## src/audio_pkg.sv

```systemverilog
package audio_pkg;

	// ~~~~~~~~~~~~~~~~~~~~
	// data path widths.
	// ~~~~~~~~~~~~~~~~~~~~

	localparam int sample_width = 16; // signed pcm samples, write data and fifo words.
	localparam int reload_width = 32; // reload register and cpu read word.
	localparam int addr_width = 4;

	// The pacer period after reset.
	// 4536 cycles of a 200 MHz clock is close to a 44.1 kHz sample rate.
	localparam logic [reload_width-1:0] reload_reset = 32'd4536;

	// ~~~~~~~~~~~~~~~~~~~~
	// register map.
	// ~~~~~~~~~~~~~~~~~~~~

	// read gives the queued count, write pushes one sample.
	localparam logic [addr_width-1:0] addr_samples = 4'h0;

	localparam logic [addr_width-1:0] addr_reload = 4'h1; // pacer period, read and write.

	// Every other address completes at once and reads back as zero.

endpackage
```

## src/sample_pacer.sv

```systemverilog
module sample_pacer (
	input logic i_clock,
	input logic i_reset,

	input logic [audio_pkg::reload_width-1:0] i_reload,

	// fifo read side.
	input logic i_fifo_empty,
	output logic o_pop,
	input logic [audio_pkg::sample_width-1:0] i_pop_data,

	output logic [audio_pkg::sample_width-1:0] o_sample
);

	logic [audio_pkg::reload_width-1:0] period_count;
	logic pop_pending;

	// The counter parks at zero until the fifo has something to give.
	assign o_pop = (period_count == '0) && !i_fifo_empty;

	// ~~~~~~~~~~~~~~~~~~~~
	// period counter.
	// ~~~~~~~~~~~~~~~~~~~~
	always_ff @(posedge i_clock) begin
		if (i_reset) begin
			period_count <= '0;
		end else if (o_pop) begin
			period_count <= i_reload; // next pop is reload plus one cycles away.
		end else if (period_count != '0) begin
			period_count <= period_count - 1'b1;
		end
	end

	// ~~~~~~~~~~~~~~~~~~~~
	// current sample.
	// ~~~~~~~~~~~~~~~~~~~~

	// The fifo read data is registered, so the word is taken one cycle after the pop.
	always_ff @(posedge i_clock) begin
		if (i_reset) begin
			pop_pending <= 1'b0;
			o_sample <= '0;
		end else begin
			pop_pending <= o_pop;
			if (pop_pending)
				o_sample <= i_pop_data; // held until the next pop.
		end
	end

endmodule

```

## config.mk

```make
export PLATFORM = sky130hd
export DESIGN_NAME = sample_pacer
export DESIGN_NICKNAME = d
export VERILOG_FILES = /design/src/audio_pkg.sv /design/src/sample_pacer.sv
export SDC_FILE = /design/constraint.sdc
export NUM_CORES = 1
export LEC_CHECK = 0
export ABC_AREA = 0
export BUFFER_PORTS_ARGS = -buffer_cell sky130_fd_sc_hd__buf_4
export CAP_MARGIN = 20
export CORE_ASPECT_RATIO = 2
export CORE_MARGIN = 2
export CORE_UTILIZATION = 40
export DETAILED_ROUTE_END_ITERATION = 8
export GPL_ROUTABILITY_DRIVEN = 0
export PLACE_DENSITY = 0.66
export SETUP_SLACK_MARGIN = 0.2
export SYNTH_ARGS = -nofsm -noshare
export SYNTH_HDL_FRONTEND = slang
export SYNTH_SLANG_ARGS = --single-unit
```

## constraint.sdc

```tcl
create_clock -name i_clock -period 1.9 [get_ports i_clock]
set_input_delay 0.095 -clock i_clock [delete_from_list [all_inputs] [get_ports i_clock]]
set_output_delay 0.095 -clock i_clock [all_outputs]
set_load 0.05 [all_outputs]
```

==> metrics.cfg <==
[critical_path]
slowest_delay_ps = 420
critPathCaptureType = flip-flop
critical_path_class = reg -> reg
slowest_stage = or3_4
cp-start-kind = flip-flop
rrSetupSlack_ps = -150
path_delay_family = simple AND/OR/NAND/NOR gates
path_buf_inv = 2
crit_chain = nor4_4 -> buf_4 -> nand4_1 -> buf_4 -> or3_4 -> o2111a_1 -> o21ai_1
required_ps = 2130
worst_path_most_repeated_cell = buf_4
cp_max_fo = 5
cp.arrival_ps = 2280

[floorplanning]
coreArea_um2 = 6060
die_h_um = 116
dieArea_um2 = 6980
rows = 40
die_w_um = 60.1
initial_core_util = 0.416
boundaryPins = 68

[power_and_ir_drop]
pwr-share-clk = 0.111
internal_power_mw = 5.59
p_leak_nw = 1.74
p_total_mw = 9.93
swShare = 0.437
powerDensity_nw_per_um2 = 2300
pwr-share-comb = 0.722
seqPwrFrac = 0.167
vdd_drop_max_uv = 2020
power.switching_mw = 4.34

[final_layout]
fin_util = 0.712
finalNonFillerCells = 504
area_growth_pct = 71.2
drive_gt1_frac = 0.543
antenna_cells = 0
design_area_um2 = 4310
nets = 471

[clocking]
cts_buffers = 5
holdBufCountCts = 0
h-tree-depth = 2
cts_sinks = 49
cts_tree = built
clockBufferDepth = 2
cts-root-buf = clkbuf_16
clkSlewWorstSetupHoldPaths_ps = 70
insertion_delay_ps = 300

[route]
vias_per_cell = 5.65
first_pass_iters = 4
vias = 2849
totalWireLength_um = 9110
wl_per_cell_um = 18.1
drc_errors = 0
drtIter0Drc = 134
ant_nets = 0

[sta]
slew_viol_final = 0
relSlewSlack = 0.599
period_minus_slack_ps = 2050
rsz0062_at_grt = true
finalSetupViolations = 21
period_share = 1.08
fmax_ghz = 0.488
finalClockSkew_ps = 5.34
tightest_slew_ps = 599
setup_ws_ps = -150
finalHoldViolations = 0

[logic_synthesis]
synth_flop_cell = dfxtp_1
netlist.area_leader.share = 0.390
synth-seq-cells = 49
ys_seq_area_frac = 0.390
synth_cells = 281
syn-cell-area_um2 = 2520
synth_common_cells = 49 x dfxtp_1, 33 x nor2_1, 21 x a21oi_1
yosys.cell_count.top_type = dfxtp_1
syn_nets = 333
synthArstFlopShare = 0
synth_edf_count = 0
syn_avg_cell_area_um2 = 8.96
yosys_warnings = 0
netlist_top_cells_area = dfxtp_1 39%, mux2i_1 7.2%, nor2_1 4.9%
synth_largest_area_cell = dfxtp_1
yosysUniqueCellTypes = 50

[placed_design]
detailed_place_hpwl_um = 5720
place.port_buffers = 67
dp.cells = 471
post_dp_cell_area_um2 = 3520
post-place-ws_ps = -115

[grt]
antenna_found_initial = 0
grt_pass1_wl_um = 13100
track_usage = 0.251
grt_max_degree = 25
overflow = 0
grt_pass1_vias = 2796

[outcome]
failed_checks = negative setup slack
status = complete, but fails checks

[worst_hold_path]
hold_class = in -> reg

[run]
max_cap_violations = 0

-- cells in the final DEF, fill, tap and decap left out, types with 3 or more instances in the layout --
master | netlist | routed
nor2_2 | 0 | 3
mux2i_1 | 18 | 18
o22ai_1 | 5 | 3
xnor2_1 | 10 | 9
nor3_1 | 16 | 10
buf_6 | 1 | 11
inv_1 | 5 | 3
xor2_1 | 4 | 4
nor4_4 | 5 | 10
dfxtp_2 | 0 | 6
nand4_1 | 7 | 7
a31oi_1 | 4 | 4
a21oi_2 | 0 | 6
a211oi_1 | 10 | 5
nor3_4 | 0 | 4
nand3_1 | 11 | 9
o31a_1 | 3 | 3
nand3_4 | 0 | 3
a211oi_2 | 0 | 5
nand2_1 | 10 | 10
and3_1 | 6 | 4
a21oi_1 | 21 | 13
nor2_1 | 33 | 28
clkbuf_16 | 0 | 7
nor3_2 | 2 | 4
dfxtp_1 | 49 | 40
dfxtp_4 | 0 | 3
buf_4 | 2 | 131
-- layout make-up --
type                            count  area, um^2
Clock buffer                        6         150
Clock inverter                      2        35.0
Fill cell                         464        1750
Inverter                            7        26.3
Multi-Input combinational cell    210        1810
Sequential cell                    49        1000
Tap cell                           84         105
Timing Repair Buffer              146        1190
-- registers in the layout, summed over array words and instances (netlist names) --
signal	flops
pop_pending	1
period_count	32
o_sample	16
-- metrics by stage --
stage	TNS (ps)	hold slack, ps
after CTS	-159	9.49
after floorplan	-85.2	186
after detailed placement	-467	313
after global placement	-94.7	312
after global routing	-4210	24.2
final	-1260	12.9
-- cell families after synthesis --
logic type,Yosys count,share of synthesized area
compound gates,62,0.167
simple gates,114,0.277
xor+xnor,14,0.0487
mux,18,0.0716
fa+ha+maj,1,0.00497
buf+inv,23,0.0417
flops,49,0.390
-- power groups by stage --
stage / combinational, mW / clock, mW / sequential, mW
after CTS: 5.90 / 1.10 / 1.62
after floorplan: 2.54 / 0 / 1.72
after global routing: 7.54 / 1.14 / 1.68
after detailed placement: 4.54 / 0 / 1.62
final: 7.17 / 1.10 / 1.66
after global placement: 4.54 / 0 / 1.61
-- layer usage --
| metal | GRT usage | up-vias | routed length, um |
|---|---|---|---|
| met5 | 0 | - | 0 |
| li1 | - | 1328 | - |
| met2 | 0.475 | 105 | 5200 |
| met3 | 0.0421 | 27 | 406 |
| met1 | 0.243 | 1389 | 3130 |
| met4 | 0.133 | 0 | 372 |
-- timing repair --
item | CTS | global route
cloned | 1 | 1
gates resized for setup | 54 | 29
setup buffers | 13 | 10
endpoints found under the hold margin | 0 | 0
pin swaps | 23 | 24
setup endpoints to repair | 34 | 33
-- path summary, 6_finish.rpt --
check                   start                to  cells past startpoint
max          period_count[19]  period_count[12]                      7
min              i_reload[24]  period_count[24]                      2
max reg2reg  period_count[19]  period_count[12]                      7
min reg2reg       o_sample[4]       o_sample[4]                      2
-- worst register-to-register path: cells and delay by family (launching register included) --
family,cells,cell delay (ps)
flops,1,340
simple gates,3,910
buf+inv,2,380
compound gates,2,360
Power figures use the tool's default switching activity.
