## config.mk

```make
export PLATFORM = sky130hd
export DESIGN_NAME = audio_controller
export DESIGN_NICKNAME = d
export VERILOG_FILES = /design/src/audio_pkg.sv /design/src/audio_controller.sv
export SDC_FILE = /design/constraint.sdc
export NUM_CORES = 1
export LEC_CHECK = 0
export ABC_AREA = 1
export BUFFER_PORTS_ARGS = -buffer_cell sky130_fd_sc_hd__buf_2
export CORE_ASPECT_RATIO = 1.5
export CORE_MARGIN = 2
export CORE_UTILIZATION = 40
export DETAILED_ROUTE_END_ITERATION = 12
export GPL_TIMING_DRIVEN = 0
export PLACE_DENSITY = 0.73
export SLEW_MARGIN = 20
export SYNTH_ARGS = -nofsm -noshare
export SYNTH_HDL_FRONTEND = slang
export SYNTH_SLANG_ARGS = --single-unit
```

## constraint.sdc

```tcl
create_clock -name i_clock -period 1.7 [get_ports i_clock]
set_input_delay 0.085 -clock i_clock [delete_from_list [all_inputs] [get_ports i_clock]]
set_output_delay 0.085 -clock i_clock [all_outputs]
set_load 0.005 [all_outputs]
```

## src/audio_pkg.sv

```systemverilog
package audio_pkg;

	// ~~~~~~~~~~~~~~~~~~~~
	// data path widths.
	// ~~~~~~~~~~~~~~~~~~~~

	localparam int sample_width = 16; // signed pcm samples, write data and fifo words.
	localparam int reload_width = 32; // reload register and cpu read word.
	localparam int addr_width = 4;

	// The pacer period after reset.
	// 4536 cycles of a 200 MHz clock is close to a 44.1 kHz sample rate.
	localparam logic [reload_width-1:0] reload_reset = 32'd4536;

	// ~~~~~~~~~~~~~~~~~~~~
	// register map.
	// ~~~~~~~~~~~~~~~~~~~~

	// read gives the queued count, write pushes one sample.
	localparam logic [addr_width-1:0] addr_samples = 4'h0;

	localparam logic [addr_width-1:0] addr_reload = 4'h1; // pacer period, read and write.

	// Every other address completes at once and reads back as zero.

endpackage
```

## src/audio_controller.sv

```systemverilog
module audio_controller #(
	parameter int fifo_depth = 4096
) (
	input logic i_clock,
	input logic i_reset,

	// cpu side.
	input logic i_request,
	input logic i_rw, // 1 is a write.
	input logic [audio_pkg::addr_width-1:0] i_address,
	input logic [audio_pkg::sample_width-1:0] i_wdata,
	output logic [audio_pkg::reload_width-1:0] o_rdata,
	output logic o_ready,
	output logic o_interrupt,

	// fifo and pacer side.
	output logic o_push,
	output logic [audio_pkg::sample_width-1:0] o_push_data,
	input logic i_fifo_full,
	input logic [$clog2(fifo_depth + 1)-1:0] i_fifo_count,
	output logic [audio_pkg::reload_width-1:0] o_reload
);

	localparam int count_width = $clog2(fifo_depth + 1);
	localparam logic [count_width-1:0] half_depth = count_width'(fifo_depth / 2);

	logic access_start;
	logic sample_write;
	logic can_complete;
	logic above_half;
	logic [1:0] above_history;

	// A new access is one that has not been acknowledged yet.
	assign access_start = i_request && !o_ready;
	assign sample_write = i_rw && (i_address == audio_pkg::addr_samples);

	// Only a sample write can stall, and only while the fifo has no room.
	assign can_complete = !(sample_write && i_fifo_full);

	// ~~~~~~~~~~~~~~~~~~~~
	// handshake and register writes.
	// ~~~~~~~~~~~~~~~~~~~~
	always_ff @(posedge i_clock) begin
		if (i_reset) begin
			o_ready <= 1'b0;
			o_push <= 1'b0;
			o_reload <= audio_pkg::reload_reset;
		end else begin
			o_push <= 1'b0; // push is a single-cycle pulse.
			if (access_start && can_complete) begin
				o_ready <= 1'b1;
				if (i_rw) begin
					case (i_address)
						audio_pkg::addr_samples: o_push <= 1'b1;
						audio_pkg::addr_reload:
							o_reload <= {
								{(audio_pkg::reload_width - audio_pkg::sample_width){1'b0}},
								i_wdata
							};
						default: o_reload <= o_reload; // unused addresses just complete.
					endcase
				end
			end else if (!i_request) begin
				o_ready <= 1'b0; // falls one cycle after the cpu lets go.
			end
		end
	end

	// Read data and the pushed word carry no reset.
	always_ff @(posedge i_clock) begin
		if (access_start && !i_rw) begin
			case (i_address)
				audio_pkg::addr_samples:
					o_rdata <= {
						{(audio_pkg::reload_width - count_width){1'b0}},
						i_fifo_count
					};
				audio_pkg::addr_reload: o_rdata <= o_reload;
				default: o_rdata <= '0;
			endcase
		end
		if (access_start && sample_write)
			o_push_data <= i_wdata; // reloaded every stalled cycle, same value.
	end

	// ~~~~~~~~~~~~~~~~~~~~
	// half-full interrupt.
	// ~~~~~~~~~~~~~~~~~~~~

	// The pulse marks the queue draining down to half or below,
	// two cycles after the count that crossed.
	assign above_half = (i_fifo_count > half_depth);

	always_ff @(posedge i_clock) begin
		if (i_reset) begin
			above_history <= 2'b00;
			o_interrupt <= 1'b0;
		end else begin
			above_history <= {above_history[0], above_half};
			o_interrupt <= (above_history == 2'b10); // falling edge of the above-half flag.
		end
	end

endmodule

```

==> flow_summary.ini, run 1 <==
[worst_setup_path]
end_kind = flip-flop
crit_path_start_kind = flip-flop
cp_class = reg2reg
timing.critical_path.arrival_ns = 1.38
reg2reg_from = o_ready$_SDFFE_PP0P_
crit_path_start = o_ready$_SDFFE_PP0P_
crit_fanout = 16
timing.critical_path.required_ns = 1.63

[yosys]
netlist_instances = 237
synth_seq_area_share_pct = 61.3
synth_enable_flop_cells = 32
syn_avg_cell_area_um2 = 9.51
yosys.cell_types.count = 19
ys_async_sr_fraction_pct = 0
synth_largest_area_cell = sky130_fd_sc_hd__edfxtp_1
synth-warning-count = 0
ys_top_cells_by_area = sky130_fd_sc_hd__edfxtp_1 (43%), sky130_fd_sc_hd__dfxtp_1 (19%), sky130_fd_sc_hd__buf_4 (11%)
post-synth-top-area-fraction_pct = 42.6
synth_ff_type = sky130_fd_sc_hd__edfxtp_1
count_of_state_elements_after_synthesis = 53
netlist_area_um2 = 2250

[timing]
finalWorstPathRequiredPeriod_ns = 1.45
min_period_over_period_pct = 85.2
final.setup_skew_ns = 0.00618
maxClockFrequency_mhz = 690
worst_case_hold_slack_ns = 0.0377
worst-slew-pin-transition_ns = 0.804
rsz_0062_raised_after_global_routing = no
setup_violations = 0
worst_slew_margin_rel_pct = 46.4
timing.final.max_slew_violations = 0
finalHoldViolations = 0
layout_setup_ws_ns = 0.251

[placed_design]
dp_cells = 426
post-dp-hpwl_um = 4070
final_weighted_congestion_in_routability_driven_placement = 0.873
port_buffers = 88
dp_slack_ns = -0.0371

[grt]
via_count_of_the_first_global_routing_pass = 1833
grt_max_degree = 18
groute.usage.overall_pct = 16.6
antenna_found_initial = 0
grt_overflow_total = 0
grt_pass1_wl_um = 7900

[run_status]
status = completed

[finish]
register_area_um2 = 1380
postLayoutCoreUtil_pct = 58.0
most_frequent_cells_in_the_layout = sky130_fd_sc_hd__buf_2 (89), sky130_fd_sc_hd__nand2_1 (56), sky130_fd_sc_hd__nor2_1 (37)
multi_input_comb_area_um2 = 657
insertedDiodeCount = 0
drive_above_1_share_pct = 34.9
layout.nets = 418
final-instance-count-excl-fill = 451
mostFrequentLayoutCell = sky130_fd_sc_hd__buf_2
num-fill-cells = 522
area_growth_pct = 40.3

[die]
placement_rows = 33
design.portCount = 121
floorplan.die_area_um2 = 6270
die_height_um = 96.0
core_area_um2 = 5450
initial_standard_cell_utilization_of_the_core_pct = 41.4
die_x_um = 65.3

[drt]
via_per_inst = 4.26
dr_wl_cell_um = 11.7
wirelength_um = 5260
routed-via-count = 1920
antenna_left = 0
first_pass_iters = 4
drtIter0Drc = 82
route.detailed.drc = 0

[clocking]
tritoncts = built
cts_root_buf = sky130_fd_sc_hd__clkbuf_8
clk_slew_on_worst_s_h_paths_ns = 0.09
cts_post_setup_buffers_inserted = 0
clock_sinks = 53
clockBufferDepth = 2
cts_buffers = 5
clock_latency_ns = 0.30
htreeDepth = 2

[power_and_ir_drop]
p_leak_nw = 1.60
worst_ir_drop_vdd_mv = 0.366
power_per_unit_of_standard_cell_area_nw_per_um2 = 739

[run]
cap_viol_max_count = 0

[hold_path]
min_from = i_request
hold_path_class = in2reg
-- sequential cells by signal, indices dropped and copies added, names as in the netlist --
signal and flops:
o_push_data 16, o_rdata 16, o_reload 16, above_history 2, o_interrupt 1, o_push 1, o_ready 1
-- cell usage after synthesis (3+ instances only) --
library cell and n:
sky130_fd_sc_hd__buf_4 32, sky130_fd_sc_hd__edfxtp_1 32, sky130_fd_sc_hd__nor2_1 39, sky130_fd_sc_hd__clkbuf_1 3, sky130_fd_sc_hd__inv_1 18, sky130_fd_sc_hd__o21ai_0 7
sky130_fd_sc_hd__dfxtp_1 21, sky130_fd_sc_hd__nand3_1 19, sky130_fd_sc_hd__nand2_1 56
-- layer usage --
layer | track usage, % | vias up | part of all wire (%)
li1 | - | 973 | -
met1 | 18.4 | 837 | 38
met2 | 29.8 | 98 | 51
met3 | 3.51 | 12 | 8.2
met4 | 7.99 | 0 | 2.6
met5 | 0 | - | 0
-- path summary, 6_finish.rpt --
| kind | end | slack (ns) | cells past startpoint |
|---|---|---|---|
| setup reg to reg | o_rdata[13]$_DFFE_PP_ | 0.25 | 3 |
| hold reg to reg | o_interrupt$_SDFF_PP0_ | 0.43 | 2 |
| hold / removal | o_ready$_SDFFE_PP0P_ | 0.04 | 3 |
| setup / recovery | o_rdata[13]$_DFFE_PP_ | 0.25 | 3 |
-- area by class of cell --
type	count	share of cell area [%]
buffer	37	8.47
multi-input combinational	158	20.8
inverter	20	2.37
sequential	53	43.7
clock inverter	1	0.237
timing repair buffer	105	19.3
clock buffer	7	2.41
tap	70	2.77
-- metrics by stage --
step	setup TNS, ns	total power [mW]	area (um^2)
2_1_floorplan	0	1.55	2370
3_3_place_gp	-8.26	1.64	2900
3_5_place_dp	-0.574	1.65	2900
4_1_cts	0	2.35	3160
5_1_grt	0	2.43	3160
6_report	0	2.34	3160
-- power by group --
part,internal [mW],switching [mW],total (mW)
combinational,0.135,0.125,0.259
clock,0.292,0.393,0.685
sequential,1.39,0.00692,1.39
-- worst max-delay path: stages, from the launching register on --
cell,delay (ns)
sky130_fd_sc_hd__dfxtp_1,0.32
sky130_fd_sc_hd__inv_1,0.08
sky130_fd_sc_hd__nand2_1,0.06
sky130_fd_sc_hd__nor2_2,0.61
-- repair_timing --
| item | 4_1_cts | 5_1_grt |
|---|---|---|
| hold buffers | 17 | 0 |
| gates resized for setup | 0 | 1 |
| endpoints found under the hold margin | 21 | 0 |
| setup endpoints to repair | 0 | 12 |
-- logic make-up (layout without fill, tap and decap cells) --
family / after synthesis / count (layout) / share of synthesized area [%]
AND/OR/NAND/NOR: 117 / 117 / 21.3
AO/OA/AOI/OAI: 9 / 9 / 2.05
buffers and inverters: 57 / 170 / 15.2
other: 1 / 32 / 0.166
flip-flops: 53 / 53 / 61.3
No activity file was read; power rests on OpenSTA's default activity.
==> run 2, diff against run 1 <==
Settings changed: SETUP_SLACK_MARGIN from default to 0.3.
==> run 2 against run 1 <==
Effect of this change:
- non-clock buffer count up 2
- clock power down 0.9%
- via count up 1.0%
- power down 0.16%
- die area unchanged
- wire length up 3.6%
- first-iteration DRC count down 22%
- sequential share of layout area down 0.43 points
- critical path depth up 4
- design area up 0.99%
- highest routed layer unchanged
==> flow_summary.ini, run 2 (synthesized netlist as in run 1, its figures left out) <==
[grt]
antenna_found_initial = 0
via_count_of_the_first_global_routing_pass = 1748
grt_overflow_total = 0
grt_pass1_wl_um = 7760
groute.usage.overall_pct = 16.6
grt_max_degree = 18

[die]
placement_rows = 33
core_area_um2 = 5450
initial_standard_cell_utilization_of_the_core_pct = 41.4
die_height_um = 96.0
floorplan.die_area_um2 = 6270
die_x_um = 65.3
design.portCount = 121

[timing]
rsz_0062_raised_after_global_routing = no
final.setup.tns_ns = 0
min_period_over_period_pct = 74.8
setup_violations = 0
timing.final.max_slew_violations = 0
layout_setup_ws_ns = 0.428
finalHoldViolations = 0
finalWorstPathRequiredPeriod_ns = 1.27
final.setup_skew_ns = 0.0105
maxClockFrequency_mhz = 786

[worst_setup_path]
end_kind = flip-flop
critPathMaxStageDelay_ns = 0.33
critical_path_cell_by_cell = inv_1 > nand3_1 > inv_1 > nand2_4 > buf_2 > nor2_1 > nor2_1
timing.critical_path.required_ns = 1.91
crit_fanout = 10
crit_path_start_kind = flip-flop
reg2reg_from = o_ready$_SDFFE_PP0P_
crit_path_start = o_ready$_SDFFE_PP0P_
crit_path_top_delay_cell = sky130_fd_sc_hd__dfxtp_1
timing.critical_path.arrival_ns = 1.49
cp_class = reg2reg

[clocking]
cts_buffers = 5
clock_sinks = 53
cts_root_buf = sky130_fd_sc_hd__clkbuf_8
clockBufferDepth = 2
tritoncts = built
clk_slew_on_worst_s_h_paths_ns = 0.10
htreeDepth = 2
clock_latency_ns = 0.31

[finish]
drive_above_1_share_pct = 35.5
insertedDiodeCount = 0
layout.nets = 420
mostFrequentLayoutCell = sky130_fd_sc_hd__buf_2
largest_registers = o_push_data: 16 flops, o_rdata: 16 flops, o_reload: 16 flops
area_growth_pct = 41.7
most_frequent_cells_in_the_layout = sky130_fd_sc_hd__buf_2 (89), sky130_fd_sc_hd__nand2_1 (56), sky130_fd_sc_hd__nor2_1 (37)
num-fill-cells = 495

[drt]
route.top_layer_used = met4
dr_wl_cell_um = 12.0
wl_met1_um = 1970
drtIter0Drc = 64
wirelength_um = 5450
route.met2.wl_um = 2880
routed_wl_met3_um = 449
route.detailed.drc = 0
first_pass_iters = 4
antenna_left = 0
routed-via-count = 1940
via_per_inst = 4.28

[power_and_ir_drop]
power_per_unit_of_standard_cell_area_nw_per_um2 = 730
p_leak_nw = 1.63
worst_ir_drop_vdd_mv = 0.471
finalPower_mw = 2.33

[hold_path]
min_from = i_request
hold_path_class = in2reg

[placed_design]
dp_slack_ns = 0.00000344
port_buffers = 88
final_weighted_congestion_in_routability_driven_placement = 0.877
post-dp-hpwl_um = 4110

[run]
cap_viol_max_count = 0

[run_status]
status = completed
==> run 2: through the flow <==
step	hold WS [ns]	util (%)	cells	cell area, um^2
6_report	0.0271	58.6	453	3190
5_1_grt	0.0313	58.6	453	3190
4_1_cts	0.0248	58.0	451	3160
3_5_place_dp	0.282	53.3	426	2900
3_3_place_gp	0.280	53.3	426	2900
2_1_floorplan	0.157	-	268	2380
==> run 2: layer usage <==
layer  up-vias  GRT usage [%]
met1       842           16.8
met5         -              0
li1        980              -
met2       106           31.3
met3        12           3.63
met4         0           8.68
==> run 2: path summary, 6_finish.rpt <==
kind | slack (ns) | depth (start not counted) | end
worst max-delay path | 0.43 | 7 | o_reload[10]$_SDFFE_PP0P_
worst min-delay path | 0.03 | 3 | o_ready$_SDFFE_PP0P_
worst max register to register | 0.43 | 7 | o_reload[10]$_SDFFE_PP0P_
worst min register to register | 0.43 | 2 | o_interrupt$_SDFF_PP0_
==> run 2: worst max-delay path: cells and delay by family, from the launching register on <==
| family | cells | cell delay (ns) |
|---|---|---|
| buffers and inverters | 3 | 0.43 |
| DFF | 1 | 0.33 |
| and+or+nand+nor | 4 | 0.42 |
==> run 2: area by class of cell <==
cell class	count	area, um^2	share of cell area [%]
sequential	53	1380	43.2
multi-input combinational	158	662	20.7
timing repair buffer	107	638	20.0
buffer	37	269	8.42
tap	70	87.6	2.74
clock buffer	7	76.3	2.39
inverter	20	75.1	2.35
clock inverter	1	5.00	0.157
==> run 2: what timing repair did <==
action                                  in CTS  in global routing
endpoints found under the setup margin      17                 33
pin swaps                                    1                  1
hold buffers                                17                  0
setup buffers                                0                  2
endpoints found under the hold margin       21                  0
gates resized for setup                      1                  3
==> run 2: power by group <==
| group | total, mW | switching [mW] | internal [mW] |
|---|---|---|---|
| logic | 0.261 | 0.125 | 0.136 |
| clock network | 0.679 | 0.389 | 0.290 |
| registers | 1.39 | 0.00715 | 1.38 |
| total | 2.33 | 0.521 | 1.81 |
