$ cat src/audio_pkg.sv
package audio_pkg;

	// ~~~~~~~~~~~~~~~~~~~~
	// data path widths.
	// ~~~~~~~~~~~~~~~~~~~~

	localparam int sample_width = 16; // signed pcm samples, write data and fifo words.
	localparam int reload_width = 32; // reload register and cpu read word.
	localparam int addr_width = 4;

	// The pacer period after reset.
	// 4536 cycles of a 200 MHz clock is close to a 44.1 kHz sample rate.
	localparam logic [reload_width-1:0] reload_reset = 32'd4536;

	// ~~~~~~~~~~~~~~~~~~~~
	// register map.
	// ~~~~~~~~~~~~~~~~~~~~

	// read gives the queued count, write pushes one sample.
	localparam logic [addr_width-1:0] addr_samples = 4'h0;

	localparam logic [addr_width-1:0] addr_reload = 4'h1; // pacer period, read and write.

	// Every other address completes at once and reads back as zero.

endpackage
$ cat src/sigma_delta_dac.sv
module sigma_delta_dac (
	input logic i_clock,
	input logic i_reset,

	input logic [audio_pkg::sample_width-1:0] i_sample, // signed two's complement.
	output logic o_audio
);

	localparam int msb = audio_pkg::sample_width - 1;

	logic [audio_pkg::sample_width-1:0] offset_sample;
	logic [audio_pkg::sample_width-1:0] accumulator;
	logic [audio_pkg::sample_width:0] sum;

	// Flipping the sign bit maps -32768..32767 onto 0..65535.
	assign offset_sample = {~i_sample[msb], i_sample[msb-1:0]};

	// The carry out of the accumulator is the output bit.
	// Its density is offset_sample / 65536.
	assign sum = {1'b0, accumulator} + {1'b0, offset_sample};

	// ~~~~~~~~~~~~~~~~~~~~
	// first-order loop.
	// ~~~~~~~~~~~~~~~~~~~~
	always_ff @(posedge i_clock) begin
		if (i_reset) begin
			accumulator <= '0;
			o_audio <= 1'b0;
		end else begin
			accumulator <= sum[msb:0]; // residue is carried to the next cycle.
			o_audio <= sum[audio_pkg::sample_width];
		end
	end

endmodule

$ cat config.mk
export PLATFORM = sky130hd
export DESIGN_NAME = sigma_delta_dac
export DESIGN_NICKNAME = d
export VERILOG_FILES = /design/src/audio_pkg.sv /design/src/sigma_delta_dac.sv
export SDC_FILE = /design/constraint.sdc
export NUM_CORES = 1
export LEC_CHECK = 0
export BUFFER_PORTS_ARGS = -buffer_cell sky130_fd_sc_hd__buf_4
export CORE_ASPECT_RATIO = 1.1
export CORE_MARGIN = 3
export CORE_UTILIZATION = 50
export CTS_CLUSTER_DIAMETER = 30
export DETAILED_ROUTE_END_ITERATION = 7
export GPL_TIMING_DRIVEN = 0
export PLACE_DENSITY = 0.71
export SLEW_MARGIN = 10
export SYNTH_ARGS = -nofsm -noshare
export SYNTH_HDL_FRONTEND = slang
export SYNTH_SLANG_ARGS = --single-unit
$ cat constraint.sdc
create_clock -name i_clock -period 2.9 [get_ports i_clock]
set_clock_uncertainty 0.15 [all_clocks]
set_input_delay 0.145 -clock i_clock [delete_from_list [all_inputs] [get_ports i_clock]]
set_output_delay 0.145 -clock i_clock [all_outputs]
set_load 0.02 [all_outputs]
==> results.json, run 1 <==
{
  "synthMuxAreaShare_pct": 3.850,
  "crit_slowest_cell": "a21oi_1",
  "grt_use_total_pct": 19.83,
  "grt_pass1_wl_mm": 4.733,
  "syn_nets": 185,
  "cts_max_level": 1,
  "ios": 19,
  "yosys_most_used_dff": "dfxtp_1",
  "via_count": 1201,
  "crit_path_frequent_cell": "a21oi_1",
  "wl_mm": 2.749,
  "dp_hpwl_mm": 2.187,
  "max_freq_mhz": 414.0,
  "layout_common_cells": "buf_4, dfxtp_1, ha_1, nor2_1, a21oi_1",
  "tightest_slew_ns": 0.4808,
  "hp-class": "in -> reg",
  "placed_area_mm2": 0.001440,
  "worstSetupPathType": "reg -> reg",
  "yosys.area_share.simple_pct": 22.11,
  "setup.worst_path.start_class": "flop",
  "setup_violations": 0,
  "cp.arrival_ns": 2.47,
  "synth_adder_area_share_pct": 17.37,
  "syn_inst": 150,
  "syn_to_final_growth_pct": 15.79,
  "syn_area_mm2": 0.001267,
  "postCtsHoldBufs": 0,
  "synth.avg_cell_area_um2": 8.450,
  "cts_made_buffers": 3,
  "timing.rr.start": "accumulator[3]",
  "detail_route.first_pass.iterations": 4,
  "tns_ns": 0,
  "diodes": 0,
  "cts.clk_slew.worst_paths_ns": 0.11,
  "stdcell_area_mm2": 0.001468,
  "via_per_inst": 5.946,
  "cap_violations": 0,
  "cp_num_buf_inv": 1,
  "grt_pass1_vias": 1155,
  "regArea_um2": 340.3,
  "synth_xor_area_share_pct": 2.764,
  "grt_max_degree": 11,
  "ys_types": 40,
  "critPathMaxFanout": 7,
  "gp_congestion": 0.9217,
  "status": "finished, final reports clean",
  "cp_top_family": "compound AO/OA/AOI/OAI gates",
  "initial_core_util_pct": 54.64,
  "required_ns": 2.96,
  "core_area_mm2": 0.002320,
  "synthArstFlopShare_pct": 0,
  "slew_headroom_pct": 67.95,
  "fp.dieW_um": 54.01,
  "synth_top_family_by_area": "compound AO/OA/AOI/OAI gates",
  "synth_edf_count": 0,
  "crit_path_start": "accumulator[3]",
  "min_period_ns": 2.415,
  "synth_compound_area_share_pct": 23.49,
  "clockRootBuffer": "clkbuf_4",
  "ys_warn_count": 0,
  "ir_drop_uv": 619.0,
  "detail-route-antenna-nets": 0,
  "die-height_um": 58.81,
  "multi_input_area_um2": 882.1,
  "power.total_mw": 1.288,
  "fill_cells": 212,
  "hold_viol_final": 0,
  "seq_area_frac_synth_pct": 26.85,
  "grt_overflow": 0,
  "min_from": "i_sample[0]",
  "endpoint_kind": "flop",
  "cts_tree": "yes",
  "rsz0062_at_grt": "no",
  "post-cts-setup-buffers": 0,
  "layout_worst_path_cycle_share_pct": 83.28,
  "cts_resized": 0,
  "rows": 18,
  "drive_above_1_share_pct": 15.70,
  "report.final.slew_viol_count": 0,
  "io_buffers": 18,
  "drt-wirelength-per-cell_um": 13.61,
  "critPathMaxStageDelay_ns": 0.36,
  "grt_antenna_before_repair": 0,
  "drc": 0,
  "nNetsFinal": 208,
  "clock-sinks": 17,
  "cts_buffer_depth": 2,
  "drt-initial-drc-count": 24,
  "layout_commonest_cell": "buf_4",
  "dieArea_mm2": 0.003176,
  "worstSkewPairLatency_ns": 0.31,
  "p_per_area_mw_per_mm2": 877.5,
  "leakagePower_nw": 0.6956,
  "critical_path.cell_chain": "ha_1, clkbuf_1, a21o_1, a21oi_1, a21oi_1, a211oi_1, mux2_1",
  "ys_seq_elements": 17
}
## per-layer routing
layer	part of all wire, %	wire, um	vias to the layer above	global-route usage, %
met5	0	0	-	0
met4	3.7	103	0	12.10
met3	4.9	135	13	2.785
met2	48	1313	41	33.22
met1	44	1197	544	23.29
li1	-	-	603	-
## cells in the mapped netlist, drive strengths merged (4+ instances only)
library cell  number  share of area (%)
a211oi             4                2.4
a21o               7                4.1
a21oi             14                5.5
clkbuf             5                1.5
dfxtp             17                 27
ha                16                 16
inv                4                1.2
mux2               4                3.8
nand2             10                3.0
nand3              7                2.8
nor2              15                4.4
nor2b              5                2.5
nor3               7                2.8
o21ai              4                1.6
## area by class of cell
type | count | share of cell area (%)
plain buffers | 6 | 2.046
clock buffers | 3 | 1.535
clock inverters | 1 | 0.3410
inverters | 4 | 1.023
multi-input cells | 123 | 60.10
flip-flops and latches | 17 | 23.19
well taps | 30 | 2.558
repair buffers | 18 | 9.207
## registers in the layout, indices dropped and copies added, names as in the netlist
name         flops
accumulator     16
o_audio          1
## worst register-to-register path, cell delays in order (launching register included)
cell	delay, ns
dfxtp_1	0.32
ha_1	0.27
clkbuf_1	0.19
a21o_1	0.21
a21oi_1	0.36
a21oi_1	0.19
a211oi_1	0.30
mux2_1	0.35
## path summary, 6_finish.rpt
path | end | slack [ns] | depth (start not counted)
max | accumulator[13] | 0.48 | 7
min | accumulator[0] | 0.01 | 3
max reg2reg | accumulator[13] | 0.48 | 7
min reg2reg | accumulator[0] | 0.42 | 2
## metrics by stage
stage                     hold WS (ns)  setup WS, ns  std cells  util (%)
after CTS                     0.006806        0.4829        202     63.27
after detailed placement        0.3327        0.5131        198     62.08
after global placement          0.3294        0.5108        198     62.08
final                          0.01034        0.4848        202     63.27
after floorplan                 0.1540        0.6556        150         -
after global routing           0.04170        0.3855        202     63.27
## kinds of logic (layout without fill, tap and decap cells)
kind of cell               Yosys count  count (layout)
adders and majority gates           17              17
and+or+nand+nor                     55              55
xor gates and xnor gates             4               4
muxes                                4               4
DFF                                 17              17
AOI/OAI and AO/OA                   43              43
buffers and inverters               10              32
## power breakdown
part / switching (mW) / internal [mW] / total, mW
registers: 0.0273 / 0.326 / 0.353
clock network: 0.0836 / 0.0516 / 0.135
logic: 0.440 / 0.359 / 0.800
total: 0.551 / 0.737 / 1.29
Power figures use the tool's default switching activity.
==> run 2, diff against run 1 <==
--- a/config.mk
+++ b/config.mk
@@ -12,7 +12,7 @@
 export CTS_CLUSTER_DIAMETER = 30
 export DETAILED_ROUTE_END_ITERATION = 7
 export GPL_TIMING_DRIVEN = 0
-export PLACE_DENSITY = 0.71
+export PLACE_DENSITY = 0.74
 export SLEW_MARGIN = 10
 export SYNTH_ARGS = -nofsm -noshare
 export SYNTH_HDL_FRONTEND = slang
==> constraint.sdc (replaced) <==
create_clock -name i_clock -period 2.05 [get_ports i_clock]
set_clock_uncertainty 0.15 [all_clocks]
set_input_delay 0.1025 -clock i_clock [delete_from_list [all_inputs] [get_ports i_clock]]
set_output_delay 0.1025 -clock i_clock [all_outputs]
set_load 0.02 [all_outputs]
==> results.json, run 2 (synthesis results as in run 1) <==
{
  "clock-sinks": 17,
  "wl_met2_mm": 1.594,
  "cts_made_buffers": 3,
  "layout_worst_path_cycle_share_pct": 109.1,
  "wl_met1_mm": 1.310,
  "rsz0062_at_grt": "yes",
  "initial_core_util_pct": 54.64,
  "cts_tree": "yes",
  "p_per_area_mw_per_mm2": 1245,
  "critPathMaxStageDelay_ns": 0.35,
  "max_freq_mhz": 447.2,
  "grt_pass1_wl_mm": 5.209,
  "ff2ff_setup_slack_ns": -0.19,
  "status": "finished, violations left",
  "syn_to_final_growth_pct": 29.02,
  "violations": "negative setup slack",
  "drc": 0,
  "tightest_slew_ns": 0.5330,
  "cts_max_level": 1,
  "via_count": 1274,
  "fp.dieW_um": 54.01,
  "r2r-end": "o_audio",
  "report.final.slew_viol_count": 0,
  "dp_hpwl_mm": 2.156,
  "holdPathStages": 3,
  "required_ns": 2.07,
  "drt-initial-drc-count": 45,
  "ir_drop_uv": 885.7,
  "grt_pass1_vias": 1252,
  "detail-route-antenna-nets": 0,
  "cts.clk_slew.worst_paths_ns": 0.11,
  "grt_overflow": 0,
  "leakagePower_nw": 0.7499,
  "ios": 19,
  "drt-wirelength-per-cell_um": 15.46,
  "worstSetupPathType": "reg -> reg",
  "grt_antenna_before_repair": 0,
  "layout_commonest_cell": "buf_4",
  "crit_slowest_cell": "fa_2",
  "detail_route.first_pass.iterations": 4,
  "nNetsFinal": 215,
  "io_buffers": 18,
  "gp_congestion": 0.9273,
  "dieArea_mm2": 0.003176,
  "final_core_util_pct": 70.50,
  "top_regs": "accumulator (16), o_audio (1)",
  "drive_above_1_share_pct": 30.73,
  "cts_buffer_depth": 2,
  "hold_viol_final": 0,
  "cap_violations": 0,
  "layout_common_cells": "buf_4, dfxtp_1, nor2_1, ha_1, nand2_1",
  "die-height_um": 58.81,
  "setup.worst_path.start_class": "flop",
  "rows": 18,
  "grt_max_degree": 11,
  "wl_met3_um": 180,
  "largest_reg_flops": 16,
  "setup_violations": 6,
  "worstSkewPairLatency_ns": 0.30,
  "hp-class": "in -> reg",
  "dp.cells": 198,
  "cp.arrival_ns": 2.26,
  "clockRootBuffer": "clkbuf_4",
  "timing.rr.start": "accumulator[0]",
  "slew_headroom_pct": 64.47,
  "endpoint_kind": "flop",
  "r2r_cells": 8,
  "min_from": "i_sample[1]",
  "hold_path_end": "accumulator[1]",
  "regMostFlops": "accumulator",
  "fin_cells": 209,
  "finalWorstSetupSlack_ns": -0.1863,
  "tns_ns": -0.5881,
  "dr.max_layer_used": "met4",
  "core_area_mm2": 0.002320,
  "grt_use_total_pct": 21.94,
  "diodes": 0,
  "wl_mm": 3.231,
  "via_per_inst": 6.096,
  "min_period_ns": 2.236,
  "critical_path.cell_chain": "ha_4, fa_2, a21o_1, a311oi_2, a2bb2oi_2, buf_4, nand3b_1, a21oi_2",
  "critPathMaxFanout": 3
}
## run 2: changes by cell type in the layout (fill, tap and decap cells not counted), sizes merged
cell and change:
buf +8, clkbuf -3, dlygate4sd3 +2
## run 2: where the power goes
part | internal, mW | switching (mW)
sequential | 0.462 | 0.0439
combinational | 0.618 | 0.723
clock | 0.0728 | 0.117
total | 1.15 | 0.884
## run 2: how the worst max path moves through the flow
stage / start / to / slack, ns / cells past startpoint
detailed placement: accumulator[0] / accumulator[10] / -0.21 / 7
global route: accumulator[0] / accumulator[14] / -0.26 / 7
global placement: accumulator[3] / accumulator[13] / -0.18 / 7
finish: accumulator[0] / o_audio / -0.19 / 8
CTS: accumulator[0] / accumulator[14] / -0.21 / 7
floorplan: accumulator[0] / accumulator[10] / -0.08 / 7
## run 2: routing by layer
layer,GRT usage [%],vias up
li1,-,616
met1,26.13,576
met2,36.16,63
met3,3.797,19
met4,12.81,0
met5,0,-
## run 2: through the flow
step	setup slack [ns]	instance area [um2]	hold slack [ns]	power (mW)
2_1_floorplan	-0.07851	1280	0.1115	1.412
3_3_place_gp	-0.1792	1453	0.2859	1.590
3_5_place_dp	-0.2094	1453	0.2958	1.637
4_1_cts	-0.2109	1569	0.07772	1.922
5_1_grt	-0.2635	1635	0.1064	2.207
6_report	-0.1863	1635	0.08983	2.037
## run 2: worst max-delay path: cells and delay by family (launching register included)
kind	cells	cell delay [ns]
buffers and inverters	1	0.14
adder cells (fa/ha/maj)	2	0.50
AO/OA/AOI/OAI	4	0.83
AND/OR/NAND/NOR	1	0.15
flip-flops	1	0.34
## run 2: cell type report
type	instances	area [um2]
buffer	3	18.77
clock buffer	3	22.52
clock inverter	1	5.005
fill	182	684.4
inverter	4	15.01
multi-input combinational	123	975.9
sequential	17	341.6
tap	30	37.54
timing repair buffer	28	219.0
## run 2: what timing repair did
| item | in CTS | in global routing |
|---|---|---|
| setup buffers | 5 | 4 |
| setup endpoints to repair | 8 | 10 |
| hold buffers | 2 | 0 |
| endpoints found under the hold margin | 3 | 0 |
| resized for setup | 9 | 11 |
| pin swaps | 9 | 12 |
==> run 3, diff against run 2 <==
--- a/config.mk
+++ b/config.mk
@@ -6,6 +6,7 @@
 export NUM_CORES = 1
 export LEC_CHECK = 0
 export BUFFER_PORTS_ARGS = -buffer_cell sky130_fd_sc_hd__buf_4
+export CAP_MARGIN = 10
 export CORE_ASPECT_RATIO = 1.1
 export CORE_MARGIN = 3
 export CORE_UTILIZATION = 50
@@ -13,7 +14,6 @@
 export DETAILED_ROUTE_END_ITERATION = 7
 export GPL_TIMING_DRIVEN = 0
 export PLACE_DENSITY = 0.74
-export SLEW_MARGIN = 10
 export SYNTH_ARGS = -nofsm -noshare
 export SYNTH_HDL_FRONTEND = slang
 export SYNTH_SLANG_ARGS = --single-unit
==> constraint.sdc (replaced) <==
create_clock -name i_clock -period 2.05 [get_ports i_clock]
set_clock_uncertainty 0.15 [all_clocks]
set_input_delay 0.205 -clock i_clock [delete_from_list [all_inputs] [get_ports i_clock]]
set_output_delay 0.205 -clock i_clock [all_outputs]
set_load 0.02 [all_outputs]
==> results.json, run 3 (synthesis results as in run 1) <==
{
  "status": "finished, violations left",
  "violations": "negative setup slack",
  "crit_slowest_cell": "fa_2",
  "regMostFlops": "accumulator",
  "critPathMaxFanout": 3,
  "comb_power_share_pct": 65.7,
  "critPathMaxStageDelay_ns": 0.35,
  "cts.clk_slew.worst_paths_ns": 0.11,
  "grt_use_total_pct": 21.53,
  "leakagePower_nw": 0.7378,
  "grt_max_degree": 11,
  "fill_cells": 186,
  "ios": 19,
  "gp_congestion": 0.9273,
  "dp_hpwl_mm": 2.156,
  "worstSetupPathType": "reg -> reg",
  "detail-route-antenna-nets": 0,
  "p_per_area_mw_per_mm2": 1251,
  "rows": 18,
  "die-height_um": 58.81,
  "drc": 0,
  "rsz0062_at_grt": "yes",
  "cts_max_level": 1,
  "nNetsFinal": 213,
  "required_ns": 2.10,
  "fp.dieW_um": 54.01,
  "grt_pass1_vias": 1223,
  "ff2ff_setup_slack_ns": -0.15,
  "cp_num_buf_inv": 0,
  "fin_cells": 207,
  "worstSkewPairLatency_ns": 0.30,
  "swShare_pct": 43.11,
  "critical_path.cell_chain": "ha_4, fa_2, a21o_1, a311oi_2, a2bb2oi_2, o21ai_1, mux2_4",
  "via_count": 1236,
  "grt_pass1_wl_mm": 5.133,
  "via_per_inst": 5.971,
  "tightest_slew_ns": 0.5266,
  "placed_area_mm2": 0.001453,
  "layout_common_cells": "buf_4, dfxtp_1, nor2_1, ha_1, nand2_1",
  "endpoint_kind": "flop",
  "power.share.sequential_pct": 24.9,
  "setup_violations": 6,
  "slew_headroom_pct": 64.89,
  "dieArea_mm2": 0.003176,
  "p_sw_mw": 0.8775,
  "layout_commonest_cell": "buf_4",
  "dp.cells": 198,
  "drive_above_1_share_pct": 32.20,
  "detail_route.first_pass.iterations": 4,
  "layout_worst_path_cycle_share_pct": 107.3,
  "cp.arrival_ns": 2.25,
  "setup.worst_path.start_class": "flop",
  "report.final.slew_viol_count": 0,
  "max_freq_mhz": 454.5,
  "cts_made_buffers": 3,
  "stdcell_area_mm2": 0.001628,
  "clockPowerShare_pct": 9.4,
  "cts_tree": "yes",
  "finalWorstSetupSlack_ns": -0.1501,
  "cts_buffer_depth": 2,
  "wl_mm": 3.109,
  "grt_antenna_before_repair": 0,
  "clockRootBuffer": "clkbuf_4",
  "clock-sinks": 17,
  "diodes": 0,
  "final_core_util_pct": 70.17,
  "cap_violations": 0,
  "io_buffers": 18,
  "min_period_ns": 2.200,
  "top_regs": "accumulator (16), o_audio (1)",
  "cp_top_family": "compound AO/OA/AOI/OAI gates",
  "drt-wirelength-per-cell_um": 15.02,
  "core_area_mm2": 0.002320,
  "drt-initial-drc-count": 46,
  "ir_drop_uv": 813.5,
  "grt_overflow": 0,
  "syn_to_final_growth_pct": 28.43,
  "largest_reg_flops": 16,
  "hp-class": "in -> reg",
  "initial_core_util_pct": 54.64,
  "p_int_mw": 1.158,
  "hold_viol_final": 0
}
==> run 3: cell count changes in the layout (fill, tap and decap cells not counted), sizes merged <==
cell	previous run	this run
clkbuf	5	6
dlygate4sd3	2	0
buf	27	26
==> run 3: path summary, 6_finish.rpt <==
check                      start              end  cells after the start
hold / removal       i_sample[0]   accumulator[0]                      3
setup reg to reg  accumulator[0]  accumulator[14]                      7
setup / recovery  accumulator[0]  accumulator[14]                      7
hold reg to reg   accumulator[0]   accumulator[0]                      2
==> run 3: what timing repair did <==
item | CTS | global route
pin swaps | 9 | 13
hold buffers | 0 | 0
endpoints found under the setup margin | 8 | 10
gates resized for setup | 9 | 16
setup buffers | 5 | 3
==> run 3: final cells by class <==
class	count	area, um2	share of cell area, %
inverter	4	15.01	0.9224
timing repair buffer	25	191.4	11.76
sequential	17	341.6	20.98
multi-input combinational	123	991.0	60.88
clock inverter	1	5.005	0.3075
tap	30	37.54	2.306
clock buffer	3	22.52	1.384
buffer	4	23.77	1.460
==> run 3: power groups by stage <==
| stage | Combinational, mW | Sequential, mW | Clock (mW) |
|---|---|---|---|
| 2_1_floorplan | 0.906 | 0.507 | 0 |
| 3_3_place_gp | 1.09 | 0.502 | 0 |
| 3_5_place_dp | 1.12 | 0.513 | 0 |
| 4_1_cts | 1.21 | 0.505 | 0.197 |
| 5_1_grt | 1.48 | 0.521 | 0.211 |
| 6_report | 1.34 | 0.508 | 0.191 |
==> run 3: routing by layer <==
metal / part of all wire, % / track usage (%) / vias to the layer above
met3: 3.7 / 3.544 / 11
li1: - / - / 608
met1: 43 / 25.97 / 573
met2: 51 / 37.02 / 44
met4: 2.5 / 8.897 / 0
met5: 0 / 0 / -
==> run 3: through the flow <==
stage / power, mW / worst slack (ns) / hold slack [ns] / setup TNS [ns]
floorplan: 1.412 / -0.07851 / 0.2140 / -0.1396
CTS: 1.916 / -0.2109 / 0.09154 / -0.7552
finish: 2.036 / -0.1501 / 0.09900 / -0.4165
global placement: 1.590 / -0.2308 / 0.3884 / -1.112
detailed placement: 1.637 / -0.2545 / 0.3983 / -1.293
global route: 2.207 / -0.2593 / 0.1080 / -1.133
==> run 3: worst register-to-register path, delay by kind of cell, from the launching register on <==
family	cells	cell delay (ns)
adder cells (fa/ha/maj)	2	0.50
multiplexers	1	0.30
AO/OA/AOI/OAI	4	0.81
flip-flops	1	0.34
